**src/hw/rffe_pkg.sv**
```systemverilog
// RFFE master shared definitions
package rffe_pkg;

   ////////////////////////////////////////////////////////////////////
   // widths
   ////////////////////////////////////////////////////////////////////

   localparam int unsigned div_w      = 8;   // bit period divisor
   localparam int unsigned sa_w       = 4;   // slave address
   localparam int unsigned byte_w     = 8;
   localparam int unsigned idx_w      = 4;   // 16-byte data buffer
   localparam int unsigned apb_addr_w = 8;
   localparam int unsigned apb_data_w = 32;

   ////////////////////////////////////////////////////////////////////
   // APB register map
   ////////////////////////////////////////////////////////////////////

   localparam logic [apb_addr_w-1:0] reg_ctrl      = 8'h00; // bit 0 starts a frame
   localparam logic [apb_addr_w-1:0] reg_status    = 8'h04; // bit 0 busy
   localparam logic [apb_addr_w-1:0] reg_div       = 8'h08;
   localparam logic [apb_addr_w-1:0] reg_sa        = 8'h0C;
   localparam logic [apb_addr_w-1:0] reg_cmd       = 8'h10;
   localparam logic [apb_addr_w-1:0] reg_addr      = 8'h14;
   localparam logic [apb_addr_w-1:0] reg_data_base = 8'h40; // byte n at base + 4n

   ////////////////////////////////////////////////////////////////////
   // command codes
   ////////////////////////////////////////////////////////////////////

   // register access, upper three bits, low five carry the address
   localparam logic [2:0] cmd_reg_wr = 3'b010;
   localparam logic [2:0] cmd_reg_rd = 3'b011;

   // extended access, upper nibble, low nibble is BC
   localparam logic [3:0] cmd_ext_wr = 4'b0000;
   localparam logic [3:0] cmd_ext_rd = 4'b0010;

   // slowest sclk is clk/255, fastest clk/2
   localparam logic [div_w-1:0] div_min = 8'd2;

   ////////////////////////////////////////////////////////////////////
   // frame sequencer phases
   ////////////////////////////////////////////////////////////////////

   typedef enum logic [2:0] {
      idle,
      ssc,       // sequence start condition, sclk low
      sa_cmd,    // slave address, command, parity
      addr,      // extended address byte and parity
      park,      // turnaround before read data
      data,      // data bytes with parity
      end_park   // closing bus park
   } frame_phase_t;

endpackage
```
**src/hw/rffe_frame_if.sv**
```systemverilog
// Register block to frame controller link
`timescale 1ns/1ps

interface rffe_frame_if;

   // frame request, held stable while busy
   logic                        start;      // one-cycle pulse
   logic [rffe_pkg::sa_w-1:0]   sa;
   logic [rffe_pkg::byte_w-1:0] cmd;
   logic [rffe_pkg::byte_w-1:0] addr;

   // frame status
   logic                        busy;
   logic                        done;       // one-cycle pulse

   // data buffer port
   logic [rffe_pkg::idx_w-1:0]  buf_idx;
   logic [rffe_pkg::byte_w-1:0] buf_rdata;  // byte at buf_idx
   logic                        buf_we;     // read data write-back
   logic [rffe_pkg::byte_w-1:0] buf_wdata;

   modport regs (
      output start, sa, cmd, addr, buf_rdata,
      input  busy, done, buf_idx, buf_we, buf_wdata
   );

   modport ctrl (
      input  start, sa, cmd, addr, buf_rdata,
      output busy, done, buf_idx, buf_we, buf_wdata
   );

endinterface

```
**src/hw/rffe_master.sv**
```systemverilog
// RFFE bus master top level
`timescale 1ns/1ps

module rffe_master (
   input  logic                            clk,
   input  logic                            i_rst,
   // APB
   input  logic                            i_psel,
   input  logic                            i_penable,
   input  logic                            i_pwrite,
   input  logic [rffe_pkg::apb_addr_w-1:0] i_paddr,
   input  logic [rffe_pkg::apb_data_w-1:0] i_pwdata,
   output logic [rffe_pkg::apb_data_w-1:0] o_prdata,
   output logic                            o_pready,
   output logic                            o_pslverr,
   // RFFE bus
   output logic                            o_sclk,
   output logic                            o_sdata,
   output logic                            o_sdata_en,
   input  logic                            i_sdata,
   output logic                            o_done
);

   rffe_frame_if frame_bus ();

   logic [rffe_pkg::div_w-1:0] div;
   logic                       bit_en;
   logic                       sclk_hi;
   logic                       sclk_en;

   rffe_apb_regs u_regs (
      .clk       (clk),
      .i_rst     (i_rst),
      .i_psel    (i_psel),
      .i_penable (i_penable),
      .i_pwrite  (i_pwrite),
      .i_paddr   (i_paddr),
      .i_pwdata  (i_pwdata),
      .o_prdata  (o_prdata),
      .o_pready  (o_pready),
      .o_pslverr (o_pslverr),
      .o_div     (div),
      .frame     (frame_bus)
   );

   rffe_clk_gen u_clk_gen (
      .clk       (clk),
      .i_rst     (i_rst),
      .i_div     (div),
      .i_sclk_en (sclk_en),
      .o_bit_en  (bit_en),
      .o_sclk_hi (sclk_hi),
      .o_sclk    (o_sclk)
   );

   rffe_frame_ctrl u_frame_ctrl (
      .clk        (clk),
      .i_rst      (i_rst),
      .i_bit_en   (bit_en),
      .i_sclk_hi  (sclk_hi),
      .i_sdata    (i_sdata),
      .o_sdata    (o_sdata),
      .o_sdata_en (o_sdata_en),
      .o_sclk_en  (sclk_en),
      .o_done     (o_done),
      .frame      (frame_bus)
   );

endmodule

```
**src/hw/rffe_frame_ctrl.sv**
```systemverilog
// RFFE frame sequencer
`timescale 1ns/1ps

module rffe_frame_ctrl (
   input  logic       clk,
   input  logic       i_rst,
   input  logic       i_bit_en,
   input  logic       i_sclk_hi,
   input  logic       i_sdata,
   output logic       o_sdata,
   output logic       o_sdata_en,
   output logic       o_sclk_en,
   output logic       o_done,
   rffe_frame_if.ctrl frame
);

   rffe_pkg::frame_phase_t phase;

   logic [3:0]                  bit_cnt;   // periods left in the field, 0 is parity
   logic                        par;       // xor of the field so far
   logic [rffe_pkg::byte_w-1:0] rx_sh;

   logic                        is_reg;
   logic                        is_ext;
   logic                        is_rd;
   logic [rffe_pkg::idx_w-1:0]  last_idx;
   logic [rffe_pkg::byte_w-1:0] cmd_byte;
   logic [rffe_pkg::sa_w+rffe_pkg::byte_w-1:0] field;
   logic                        tx_bit;

   ///////////////////////////////////////////////////////////////////////
   // command decode
   ///////////////////////////////////////////////////////////////////////

   assign is_reg = frame.cmd[7:5] == rffe_pkg::cmd_reg_wr ||
                   frame.cmd[7:5] == rffe_pkg::cmd_reg_rd;
   assign is_ext = frame.cmd[7:4] == rffe_pkg::cmd_ext_wr ||
                   frame.cmd[7:4] == rffe_pkg::cmd_ext_rd;
   assign is_rd  = frame.cmd[5];    // same bit for both read codes

   // BC+1 bytes, register access always one
   assign last_idx = is_ext ? frame.cmd[rffe_pkg::idx_w-1:0] : '0;

   // register access carries the 5-bit address in the command byte
   assign cmd_byte = is_reg ? {frame.cmd[7:5], frame.addr[4:0]} : frame.cmd;

   ///////////////////////////////////////////////////////////////////////
   // transmit bit select, msb first
   ///////////////////////////////////////////////////////////////////////

   always_comb begin
      case (phase)
         rffe_pkg::sa_cmd: field = {frame.sa, cmd_byte};
         rffe_pkg::addr:   field = {{rffe_pkg::sa_w{1'b0}}, frame.addr};
         default:          field = {{rffe_pkg::sa_w{1'b0}}, frame.buf_rdata};
      endcase
   end

   assign tx_bit = field[bit_cnt - 4'd1];

   always_comb begin
      o_sdata    = 1'b0;
      o_sdata_en = 1'b0;
      case (phase)
         rffe_pkg::ssc: begin
            o_sdata    = bit_cnt[0];    // high then low
            o_sdata_en = 1'b1;
         end
         rffe_pkg::sa_cmd, rffe_pkg::addr: begin
            o_sdata    = (bit_cnt == '0) ? ~par : tx_bit;
            o_sdata_en = 1'b1;
         end
         rffe_pkg::data: begin
            if (!is_rd) begin
               o_sdata    = (bit_cnt == '0) ? ~par : tx_bit;
               o_sdata_en = 1'b1;
            end
         end
         // drive low, release in the second half
         rffe_pkg::park, rffe_pkg::end_park: o_sdata_en = i_sclk_hi;
         default: ;
      endcase
   end

   assign o_sclk_en = phase != rffe_pkg::idle && phase != rffe_pkg::ssc;

   ///////////////////////////////////////////////////////////////////////
   // sequencer
   ///////////////////////////////////////////////////////////////////////

   always_ff @(posedge clk) begin
      if (i_rst) begin
         phase         <= rffe_pkg::idle;
         bit_cnt       <= '0;
         par           <= 1'b0;
         frame.busy    <= 1'b0;
         frame.buf_idx <= '0;
         o_done        <= 1'b0;
      end else begin
         o_done <= 1'b0;
         if (frame.start)
            frame.busy <= 1'b1;

         if (i_bit_en) begin
            if (bit_cnt != '0) begin
               bit_cnt <= bit_cnt - 1'b1;
               par     <= par ^ tx_bit;
            end else begin
               par <= 1'b0;   // new field
            end

            case (phase)
               rffe_pkg::idle: begin
                  if (frame.busy) begin   // start pending, align to a period
                     phase         <= rffe_pkg::ssc;
                     bit_cnt       <= 4'd1;
                     frame.buf_idx <= '0;
                  end
               end
               rffe_pkg::ssc: begin
                  if (bit_cnt == '0) begin
                     phase   <= rffe_pkg::sa_cmd;
                     bit_cnt <= 4'(rffe_pkg::sa_w + rffe_pkg::byte_w);
                  end
               end
               rffe_pkg::sa_cmd: begin
                  if (bit_cnt == '0) begin
                     if (is_ext) begin
                        phase   <= rffe_pkg::addr;
                        bit_cnt <= 4'(rffe_pkg::byte_w);
                     end else if (is_reg && is_rd) begin
                        phase <= rffe_pkg::park;
                     end else if (is_reg) begin
                        phase   <= rffe_pkg::data;
                        bit_cnt <= 4'(rffe_pkg::byte_w);
                     end else begin
                        phase <= rffe_pkg::end_park;   // unsupported command
                     end
                  end
               end
               rffe_pkg::addr: begin
                  if (bit_cnt == '0) begin
                     if (is_rd) begin
                        phase <= rffe_pkg::park;
                     end else begin
                        phase   <= rffe_pkg::data;
                        bit_cnt <= 4'(rffe_pkg::byte_w);
                     end
                  end
               end
               rffe_pkg::park: begin
                  phase   <= rffe_pkg::data;
                  bit_cnt <= 4'(rffe_pkg::byte_w);
               end
               rffe_pkg::data: begin
                  if (bit_cnt == '0) begin
                     if (frame.buf_idx == last_idx) begin
                        phase <= rffe_pkg::end_park;
                     end else begin
                        frame.buf_idx <= frame.buf_idx + 1'b1;
                        bit_cnt       <= 4'(rffe_pkg::byte_w);
                     end
                  end
               end
               rffe_pkg::end_park: begin
                  phase      <= rffe_pkg::idle;
                  frame.busy <= 1'b0;
                  o_done     <= 1'b1;
               end
               default: phase <= rffe_pkg::idle;
            endcase
         end
      end
   end

   // read capture, sampled at the end of each period
   always_ff @(posedge clk) begin
      if (i_bit_en && phase == rffe_pkg::data && bit_cnt != '0)
         rx_sh <= {rx_sh[rffe_pkg::byte_w-2:0], i_sdata};
   end

   // slave parity slot, byte is complete
   assign frame.buf_we    = i_bit_en && phase == rffe_pkg::data && is_rd && bit_cnt == '0;
   assign frame.buf_wdata = rx_sh;
   assign frame.done      = o_done;

   // outside a frame the sequencer sits in idle with the bus released
   a_idle_quiet: assert property (@(posedge clk) disable iff (i_rst)
      !frame.busy |-> phase == rffe_pkg::idle && !o_sdata_en);

   a_done_src: assert property (@(posedge clk) disable iff (i_rst)
      o_done |-> $past(phase) == rffe_pkg::end_park && phase == rffe_pkg::idle);

endmodule

```
**src/hw/rffe_clk_gen.sv**
```systemverilog
// RFFE bit clock generator
`timescale 1ns/1ps

module rffe_clk_gen (
   input  logic                       clk,
   input  logic                       i_rst,
   input  logic [rffe_pkg::div_w-1:0] i_div,
   input  logic                       i_sclk_en,
   output logic                       o_bit_en,
   output logic                       o_sclk_hi,
   output logic                       o_sclk
);

   logic [rffe_pkg::div_w-1:0] cnt;       // counts i_div-1 down to 0
   logic                       sclk_en_q;
   logic                       sclk_rise;

   assign sclk_rise = i_sclk_en & ~sclk_en_q;

   always_ff @(posedge clk) begin
      if (i_rst) begin
         cnt       <= '0;
         sclk_en_q <= 1'b0;
      end else begin
         sclk_en_q <= i_sclk_en;
         if (cnt == '0)
            cnt <= i_div - 1'b1;    // next bit period
         else if (sclk_rise)
            cnt <= i_div - 2'd2;    // rise cycle counts as the first of the period
         else
            cnt <= cnt - 1'b1;
      end
   end

   // last cycle of a period
   assign o_bit_en = (cnt == '0);

   // high half first, odd divisors give the extra cycle to the high half
   assign o_sclk_hi = (cnt >= (i_div >> 1));

   assign o_sclk = i_sclk_en & o_sclk_hi;

endmodule

```
**src/hw/rffe_apb_regs.sv**
```systemverilog
// RFFE master APB register block
`timescale 1ns/1ps

module rffe_apb_regs (
   input  logic                            clk,
   input  logic                            i_rst,
   input  logic                            i_psel,
   input  logic                            i_penable,
   input  logic                            i_pwrite,
   input  logic [rffe_pkg::apb_addr_w-1:0] i_paddr,
   input  logic [rffe_pkg::apb_data_w-1:0] i_pwdata,
   output logic [rffe_pkg::apb_data_w-1:0] o_prdata,
   output logic                            o_pready,
   output logic                            o_pslverr,
   output logic [rffe_pkg::div_w-1:0]      o_div,
   rffe_frame_if.regs                      frame
);

   logic                        wr_acc;     // write in access phase
   logic                        wr_ok;      // write accepted
   logic                        buf_sel;
   logic                        locked_sel; // settings frozen during a frame
   logic [rffe_pkg::idx_w-1:0]  apb_idx;
   logic [rffe_pkg::div_w-1:0]  div_wr;

   logic [2**rffe_pkg::idx_w-1:0][rffe_pkg::byte_w-1:0] buf_mem;

   ///////////////////////////////////////////////////////////////////////
   // access decode
   ///////////////////////////////////////////////////////////////////////

   assign wr_acc  = i_psel & i_penable & i_pwrite;
   assign wr_ok   = wr_acc & ~frame.busy;
   assign apb_idx = i_paddr[rffe_pkg::idx_w+1:2];
   assign div_wr  = i_pwdata[rffe_pkg::div_w-1:0];

   // 0x40..0x7C
   assign buf_sel = i_paddr[rffe_pkg::apb_addr_w-1:rffe_pkg::idx_w+2] ==
                    rffe_pkg::reg_data_base[rffe_pkg::apb_addr_w-1:rffe_pkg::idx_w+2];

   assign locked_sel = buf_sel || i_paddr inside {rffe_pkg::reg_ctrl, rffe_pkg::reg_div,
                                                  rffe_pkg::reg_sa, rffe_pkg::reg_cmd,
                                                  rffe_pkg::reg_addr};

   assign o_pready  = 1'b1; // no wait states
   assign o_pslverr = wr_acc & frame.busy & locked_sel;

   ///////////////////////////////////////////////////////////////////////
   // settings and start
   ///////////////////////////////////////////////////////////////////////

   always_ff @(posedge clk) begin
      if (i_rst) begin
         o_div       <= rffe_pkg::div_min;
         frame.sa    <= '0;
         frame.cmd   <= '0;
         frame.addr  <= '0;
         frame.start <= 1'b0;
      end else begin
         frame.start <= wr_ok && i_paddr == rffe_pkg::reg_ctrl && i_pwdata[0];
         if (wr_ok) begin
            case (i_paddr)
               rffe_pkg::reg_div:
                  o_div <= (div_wr < rffe_pkg::div_min) ? rffe_pkg::div_min : div_wr;
               rffe_pkg::reg_sa:   frame.sa   <= i_pwdata[rffe_pkg::sa_w-1:0];
               rffe_pkg::reg_cmd:  frame.cmd  <= i_pwdata[rffe_pkg::byte_w-1:0];
               rffe_pkg::reg_addr: frame.addr <= i_pwdata[rffe_pkg::byte_w-1:0];
               default: ;
            endcase
         end
      end
   end

   // data buffer, read bytes from the frame take the port while busy
   always_ff @(posedge clk) begin
      if (frame.buf_we)
         buf_mem[frame.buf_idx] <= frame.buf_wdata;
      else if (wr_ok && buf_sel)
         buf_mem[apb_idx] <= i_pwdata[rffe_pkg::byte_w-1:0];
   end

   assign frame.buf_rdata = buf_mem[frame.buf_idx];

   ///////////////////////////////////////////////////////////////////////
   // read mux
   ///////////////////////////////////////////////////////////////////////

   always_comb begin
      o_prdata = '0;
      if (buf_sel) begin
         o_prdata[rffe_pkg::byte_w-1:0] = buf_mem[apb_idx];
      end else begin
         case (i_paddr)
            rffe_pkg::reg_status: o_prdata[0]                      = frame.busy;
            rffe_pkg::reg_div:    o_prdata[rffe_pkg::div_w-1:0]    = o_div;
            rffe_pkg::reg_sa:     o_prdata[rffe_pkg::sa_w-1:0]     = frame.sa;
            rffe_pkg::reg_cmd:    o_prdata[rffe_pkg::byte_w-1:0]   = frame.cmd;
            rffe_pkg::reg_addr:   o_prdata[rffe_pkg::byte_w-1:0]   = frame.addr;
            default: ;
         endcase
      end
   end

   // only the frame write-back may touch the buffer during a frame
   a_buf_locked: assert property (@(posedge clk) disable iff (i_rst)
      frame.busy && !frame.buf_we |=> $stable(buf_mem));

   // busy ends in the same cycle the done pulse appears
   a_done_busy: assert property (@(posedge clk) disable iff (i_rst)
      frame.done |-> $fell(frame.busy));

endmodule

```
**config.mk**
```make
export PLATFORM = sky130hd
export DESIGN_NAME = rffe_master
export DESIGN_NICKNAME = d
export VERILOG_FILES = /design/src/hw/rffe_pkg.sv /design/src/hw/rffe_frame_if.sv /design/src/hw/rffe_master.sv /design/src/hw/rffe_frame_ctrl.sv /design/src/hw/rffe_clk_gen.sv /design/src/hw/rffe_apb_regs.sv
export SDC_FILE = /design/constraint.sdc
export NUM_CORES = 1
export LEC_CHECK = 0
export BUFFER_PORTS_ARGS = -buffer_cell sky130_fd_sc_hd__clkbuf_2
export CORE_MARGIN = 2
export CORE_UTILIZATION = 35
export CTS_CLUSTER_DIAMETER = 200
export DETAILED_ROUTE_END_ITERATION = 16
export HOLD_SLACK_MARGIN = 0.06
export SLEW_MARGIN = 20
export SYNTH_ARGS = -nofsm -noshare
export SYNTH_HDL_FRONTEND = slang
export SYNTH_SLANG_ARGS = --single-unit
```
**constraint.sdc**
```tcl
create_clock -name clk -period 3.55 [get_ports clk]
set_input_delay 0.1775 -clock clk [delete_from_list [all_inputs] [get_ports clk]]
set_output_delay 0.1775 -clock clk [all_outputs]
set_load 0.01 [all_outputs]
```
[After elaboration in Yosys (flattened, before gate mapping)]
Cells that the tools add are included.
Storage, ports and cells
  register bits: 188
  output and inout port bits: 38
  word-level logic and storage cells: 173
Cells by class
  add/subtract/negate cells: 5
  magnitude comparators: 7
  equal/unequal tests: 24
  multiplexer cells: 61
  bitwise operators: 12
  reduce and logical (&&, ||, !) cells: 34
Operators with widths (number)
  bitwise mux 128 bit: 2
  two-way mux 128 bit: 2
  binary-select mux 8 bit (select 4 bit): 2
  demux 8 bit (select 4 bit): 2
  two-way mux 8 bit: 8
  two-way mux 4 bit: 15
  two-way mux 3 bit: 8
  one-hot mux 12 bit (2 select lines): 1
  one-hot mux 4 bit (6 select lines): 1
  one-hot mux 3 bit (6 select lines): 1
  equality test 8 x 4 -> 1 bit (second input constant): 2
  equality test 8 x 5 -> 1 bit (second input constant): 2
  zero test 8 bit: 2
  subtractor 8 x 1 -> 8 bit (second input constant): 2
  < comparator 4 x 5 -> 1 bit (second input constant): 3
  equality test 3 x 2 -> 1 bit (second input constant): 4
  != test 2 x 1 -> 1 bit (second input constant): 6
  one-hot mux 3 bit (4 select lines): 1
  one-hot mux 4 bit (3 select lines): 1
  logical AND 1 bit: 11
  two-way mux 1 bit: 10
  equality test 3 bit (second input constant): 3
  equality test 8 x 3 -> 1 bit (second input constant): 1
  greater-or-equal comparator 4 x 1 -> 1 bit (second input constant): 2
  32 further kinds: 51

[Depth between registers and ports, before layout]
  word-level depth: 9
  depth in mapped cells: 12
  depth with buffers taken out: 10

[Modules after synthesis]
A second synthesis with hierarchy kept.
Second synthesis, totals
  cells, all modules: 1090
  area total of the unflattened synthesis: 11805.1 um^2
By module, submodules not included
  rffe_apb_regs: instances 1, cells each 779, area an instance 9158.8 um^2, seq. area each 4424.2 um^2
  rffe_frame_ctrl: instances 1, cells each 200, area an instance 1729.2 um^2, seq. area each 520.5 um^2
  rffe_clk_gen: instances 1, cells each 111, area an instance 917.1 um^2, seq. area each 180.2 um^2

[Least setup slack after synthesis]
No wires, ideal clock.
  path type: reg2reg
  start point: register u_clk_gen.cnt[3] in the netlist's numbering
  end point: register u_regs.buf_mem[88] in the netlist's numbering (enable)
  setup time: 0.375 ns
  data arrival time: 2.749 ns
  setup slack: 0.425 ns
  stages on the path, launching flop included: 9
  buffers on the path: 1
  cell sequence: dfxtp_1 -> or3_4 -> or3b_4 -> or3_1 -> or3_1 -> buf_2 -> nor4_4 -> nor2_1 -> a21oi_1
Between the ends
  cells in the longest elaborated chain, start to end: 5
RTL lines
  start, declared: line rffe_clk_gen.sv:14  | logic [rffe_pkg::div_w-1:0] cnt;
  start signal, assigned: line rffe_clk_gen.sv:27  | cnt <= i_div - 1'b1;
  start signal, assigned: line rffe_clk_gen.sv:29  | cnt <= i_div - 2'd2;
  start signal, assigned: line rffe_clk_gen.sv:31  | cnt <= cnt - 1'b1;
  zero test 8 bit: line rffe_clk_gen.sv:36  | assign o_bit_en = (cnt == '0);
  logical AND 1 bit (3 in a row): line rffe_frame_ctrl.sv:183  | assign frame.buf_we = i_bit_en && phase == rffe_pkg::data && is_rd && bit_cnt == '0;
  nonzero test 2 bit (no line)
  end signal, assigned by index: line rffe_apb_regs.sv:77  | buf_mem[frame.buf_idx] <= frame.buf_wdata;
  end signal, assigned by index: line rffe_apb_regs.sv:79  | buf_mem[apb_idx] <= i_pwdata[rffe_pkg::byte_w-1:0];
  end, declared: line rffe_apb_regs.sv:26  | logic [2**rffe_pkg::idx_w-1:0][rffe_pkg::byte_w-1:0] buf_mem;
Every way passes these cells.
A chain may end at the register's enable or synchronous reset.

[Final worst setup path]
  start point: register u_frame_ctrl.frame.buf_idx[3]
  end point: output port o_sdata
Between the ends
  cells in the longest elaborated chain, start to end: 8
RTL lines
  start, declared: line rffe_frame_if.sv:29  | output busy, done, buf_idx, buf_we, buf_wdata
  start signal, assigned: line rffe_frame_ctrl.sv:160  | frame.buf_idx <= frame.buf_idx + 1'b1;
  binary-select mux 8 bit (select 4 bit) (*): line rffe_apb_regs.sv:82  | assign frame.buf_rdata = buf_mem[frame.buf_idx];
  two-way mux 8 bit (implied by the code) (*): line rffe_apb_regs.sv:82
  one-hot mux 12 bit (2 select lines) (*): line rffe_frame_ctrl.sv:52  | case (phase)
  binary-select mux 1 bit (select 4 bit) (*): line rffe_frame_ctrl.sv:59  | assign tx_bit = field[bit_cnt - 4'd1];
  two-way mux 1 bit (implied by the code) (*): line rffe_frame_ctrl.sv:59
  two-way mux 1 bit (*): line rffe_frame_ctrl.sv:70, rffe_frame_ctrl.sv:75
  two-way mux 1 bit: line rffe_frame_ctrl.sv:74  | if (!is_rd) begin
  one-hot mux 1 bit (3 select lines) (*): line rffe_frame_ctrl.sv:64  | case (phase)
  end, declared: line rffe_master.sv:18  | output logic o_sdata,
Every way passes the cells marked *; elsewhere a longest branch is shown, timed or not. The select of a mux whose other input is x is not followed.

==> out/metrics.yaml <==
grt_usage_pct: 23.0
core_um2: 34500
antenna_found_initial: 0
first_pass_iters: 5
clock_skew_ns: 0.0125
hold_path_depth: 3
gp_congestion: 0.904
hold_path.class: "in -> reg"
vias_per_cell: 6.24
fmaxAchievable_mhz: 295
outcome: "finished clean"
insertedDiodeCount: 0
gr-total-overflow: 0
synth_seq_cells: 188
whs_ns: 0.247
cts_tree: "built"
worstPathCellList: "buf_4 -> buf_4 -> inv_2 -> mux2i_1 -> o221ai_1 -> o32ai_1 -> o31ai_1 -> nor3_2 -> o31ai_1 -> clkbuf_2"
grt_pass1_wl_um: 61300
tightest_slew_ns: 0.989
die_y_um: 191
max_stage_delay_ns: 0.55
netlist_area_um2: 12200
timing.critical_path.buf_inv: 4
synthArstFlopShare_pct: 0
fin_crit_sh_pct: 95.3
die_w_um: 191
io_pins: 84
yosysSeqAreaShare_pct: 42.0
clkSinkCount: 188
p_leak_nw: 4.10
worst_setup_path_start_kind: "flop"
rsz0062_at_grt: "no"
fin_tns_setup_ns: 0
reg2reg_from: "u_clk_gen.cnt[3]"
yosysWarnings: 0
powerDensity_nw_per_um2: 426
worstPathMaxFanout: 13
clock_latency_ns: 0.45
synth_edf_count: 136
postRouteWirelength_um: 41800
worst_ir_drop_vdd_mv: 0.361
synthCells: 1193
cp-end-kind: "primary output"
grt_max_degree: 194
crit_arrival_ns: 3.21
final_antenna_net_count: 0
postSynthAreaPerCell_um2: 10.2
synth_flop_cell: "edfxtp_1"
reg2reg_to: "u_regs.buf_mem[16]"
fin_nets: 1243
max_slew_margin_pct: 33.6
cts_setup_buffers: 0
clock_tree.root_cell: "clkbuf_16"
drv_cap: 0
reg2reg_slack_ns: 0.23
crit_family: "buffers and inverters"
required_ns: 3.37
area_growth_pct: 9.51
dp_hpwl_um: 28900
reg2regPathDepth: 7
htree_levels: 4
finalSetupViolations: 0
dr_total_vias: 10300
start_util_pct: 35.4
hold_end: "u_regs.frame.start"
layout-drive-gt1-share_pct: 17.9
crit_start: "u_frame_ctrl.frame.buf_idx[3]"
drt-initial-drc-count: 1324
grt_pass1_vias: 9729
min_from: "i_paddr[0]"
rows: 68
clockBufferDepth: 2
cts_buffers: 17
setup.worst_path.class: "reg -> out"
die_area_um2: 36400
drc: 0
clk_pin_slew_ns: 0.07
cp_slowest_cell: "dfxtp_1"
hold_violations: 0
wire_per_inst_um: 25.4
port-buffer-count: 34
synthDistinctLibCells: 64
layout_min_cycle_time_ns: 3.38
slew_viol_final: 0
layout by cell type (no fill, tap or decap), types with 36 or more instances in the layout:
| master | count |
|---|---|
| dfxtp_1 | 51 |
| edfxtp_1 | 136 |
| o31ai_1 | 100 |
| nand3_1 | 130 |
| a22o_1 | 36 |
| buf_4 | 63 |
| nor2_1 | 52 |
| a21oi_1 | 57 |
| mux4_2 | 67 |
| nand2_1 | 118 |
cell type report:
type                       count  area (µm²)
fill                        3391       21100
multi-input combinational    848        6320
sequential                   188        5130
timing repair buffer         100         693
tap                          455         569
clock buffer                  18         429
clock inverter                14         134
inverter                      25        93.8
layer usage:
metal / part of all wire [%] / vias to the layer above / track usage (%)
li1: - / 4525 / -
met1: 39 / 5008 / 29.6
met2: 46 / 625 / 36.0
met3: 9.7 / 133 / 5.19
met4: 5.4 / 0 / 12.2
met5: 0 / - / 0
synthesized netlist by cell type, types with 10 or more instances:
cell / n / share of area (%)
a21oi_1: 57 / 2.3
a22o_1: 36 / 2.6
a32o_1: 12 / 0.98
buf_1: 19 / 0.58
buf_2: 22 / 0.90
buf_4: 28 / 1.7
clkbuf_1: 77 / 2.4
dfxtp_1: 52 / 8.5
edfxtp_1: 136 / 33
ha_1: 17 / 1.7
inv_1: 22 / 0.68
mux2i_1: 23 / 1.9
mux4_2: 67 / 12
nand2_1: 118 / 3.6
nand2b_1: 15 / 0.77
nand3_1: 130 / 5.3
nor2_1: 52 / 1.6
nor3_1: 30 / 1.2
nor4_1: 10 / 0.51
o21ai_0: 25 / 1.0
o31ai_1: 100 / 6.1
xnor2_1: 13 / 0.93
worst max-delay path by stage:
stage                          to  cells after the start
2_1_floorplan  u_regs.buf_mem[88]                      8
3_3_place_gp   u_regs.buf_mem[19]                      7
3_5_place_dp   u_regs.buf_mem[19]                      7
4_1_cts                   o_sdata                      9
5_1_grt                   o_sdata                     10
6_report                  o_sdata                     10
registers in the layout, summed over array words and instances, names as in the netlist:
name and count:
u_regs.buf_mem 128, u_clk_gen.cnt 8, u_frame_ctrl.frame.buf_wdata 8, u_regs.frame.addr 8
u_regs.frame.cmd 8, u_regs.o_div 8, u_frame_ctrl.bit_cnt 4, u_frame_ctrl.frame.buf_idx 4
u_regs.frame.sa 4, u_frame_ctrl.phase 3, u_clk_gen.sclk_en_q 1, u_frame_ctrl.frame.busy 1
u_frame_ctrl.frame.done 1, u_frame_ctrl.par 1, u_regs.frame.start 1
power by group:
group | internal (mW) | switching, mW | total (mW)
clock network | 0.984 | 0.929 | 1.91
registers | 2.39 | 0.0719 | 2.46
logic | 0.519 | 0.802 | 1.32
worst register-to-register path, stage by stage, from the launching register on:
cell and delay (ns):
dfxtp_1 0.35, or3_4 0.40, or3b_4 0.39, or3_1 0.44, nor3_4 0.47, buf_4 0.27
a32o_1 0.49, buf_4 0.24
kinds of logic (layout without fill, tap and decap cells):
kind of cell	Yosys count	in the layout	share of synthesized area, %
buffers and inverters	180	157	7.17
AOI/OAI and AO/OA	294	294	17.3
and+or+nand+nor	402	402	16.1
other	2	25	0.0615
adders and majority gates	17	17	1.74
DFF	188	188	42.0
muxes	92	92	14.4
xor gates and xnor gates	18	18	1.29
stage by stage:
| stage | setup slack (ns) | cells | total power, mW | utilization (%) | instance area [µm²] |
|---|---|---|---|---|---|
| floorplan | 0.425 | 1216 | 3.44 | - | 12300 |
| global placement | 0.377 | 1615 | 3.76 | 37.1 | 12800 |
| finish | 0.165 | 1648 | 5.69 | 38.8 | 13400 |
| CTS | 0.120 | 1648 | 5.69 | 38.8 | 13400 |
| detailed placement | 0.342 | 1615 | 3.79 | 37.1 | 12800 |
| global route | 0.0981 | 1648 | 5.92 | 38.8 | 13400 |
what timing repair did:
action	CTS	global route
hold endpoints to repair	1	0
resized for setup	0	2
hold buffers	1	0
setup endpoints to repair	0	1
No activity file was read; power rests on OpenSTA's default activity.
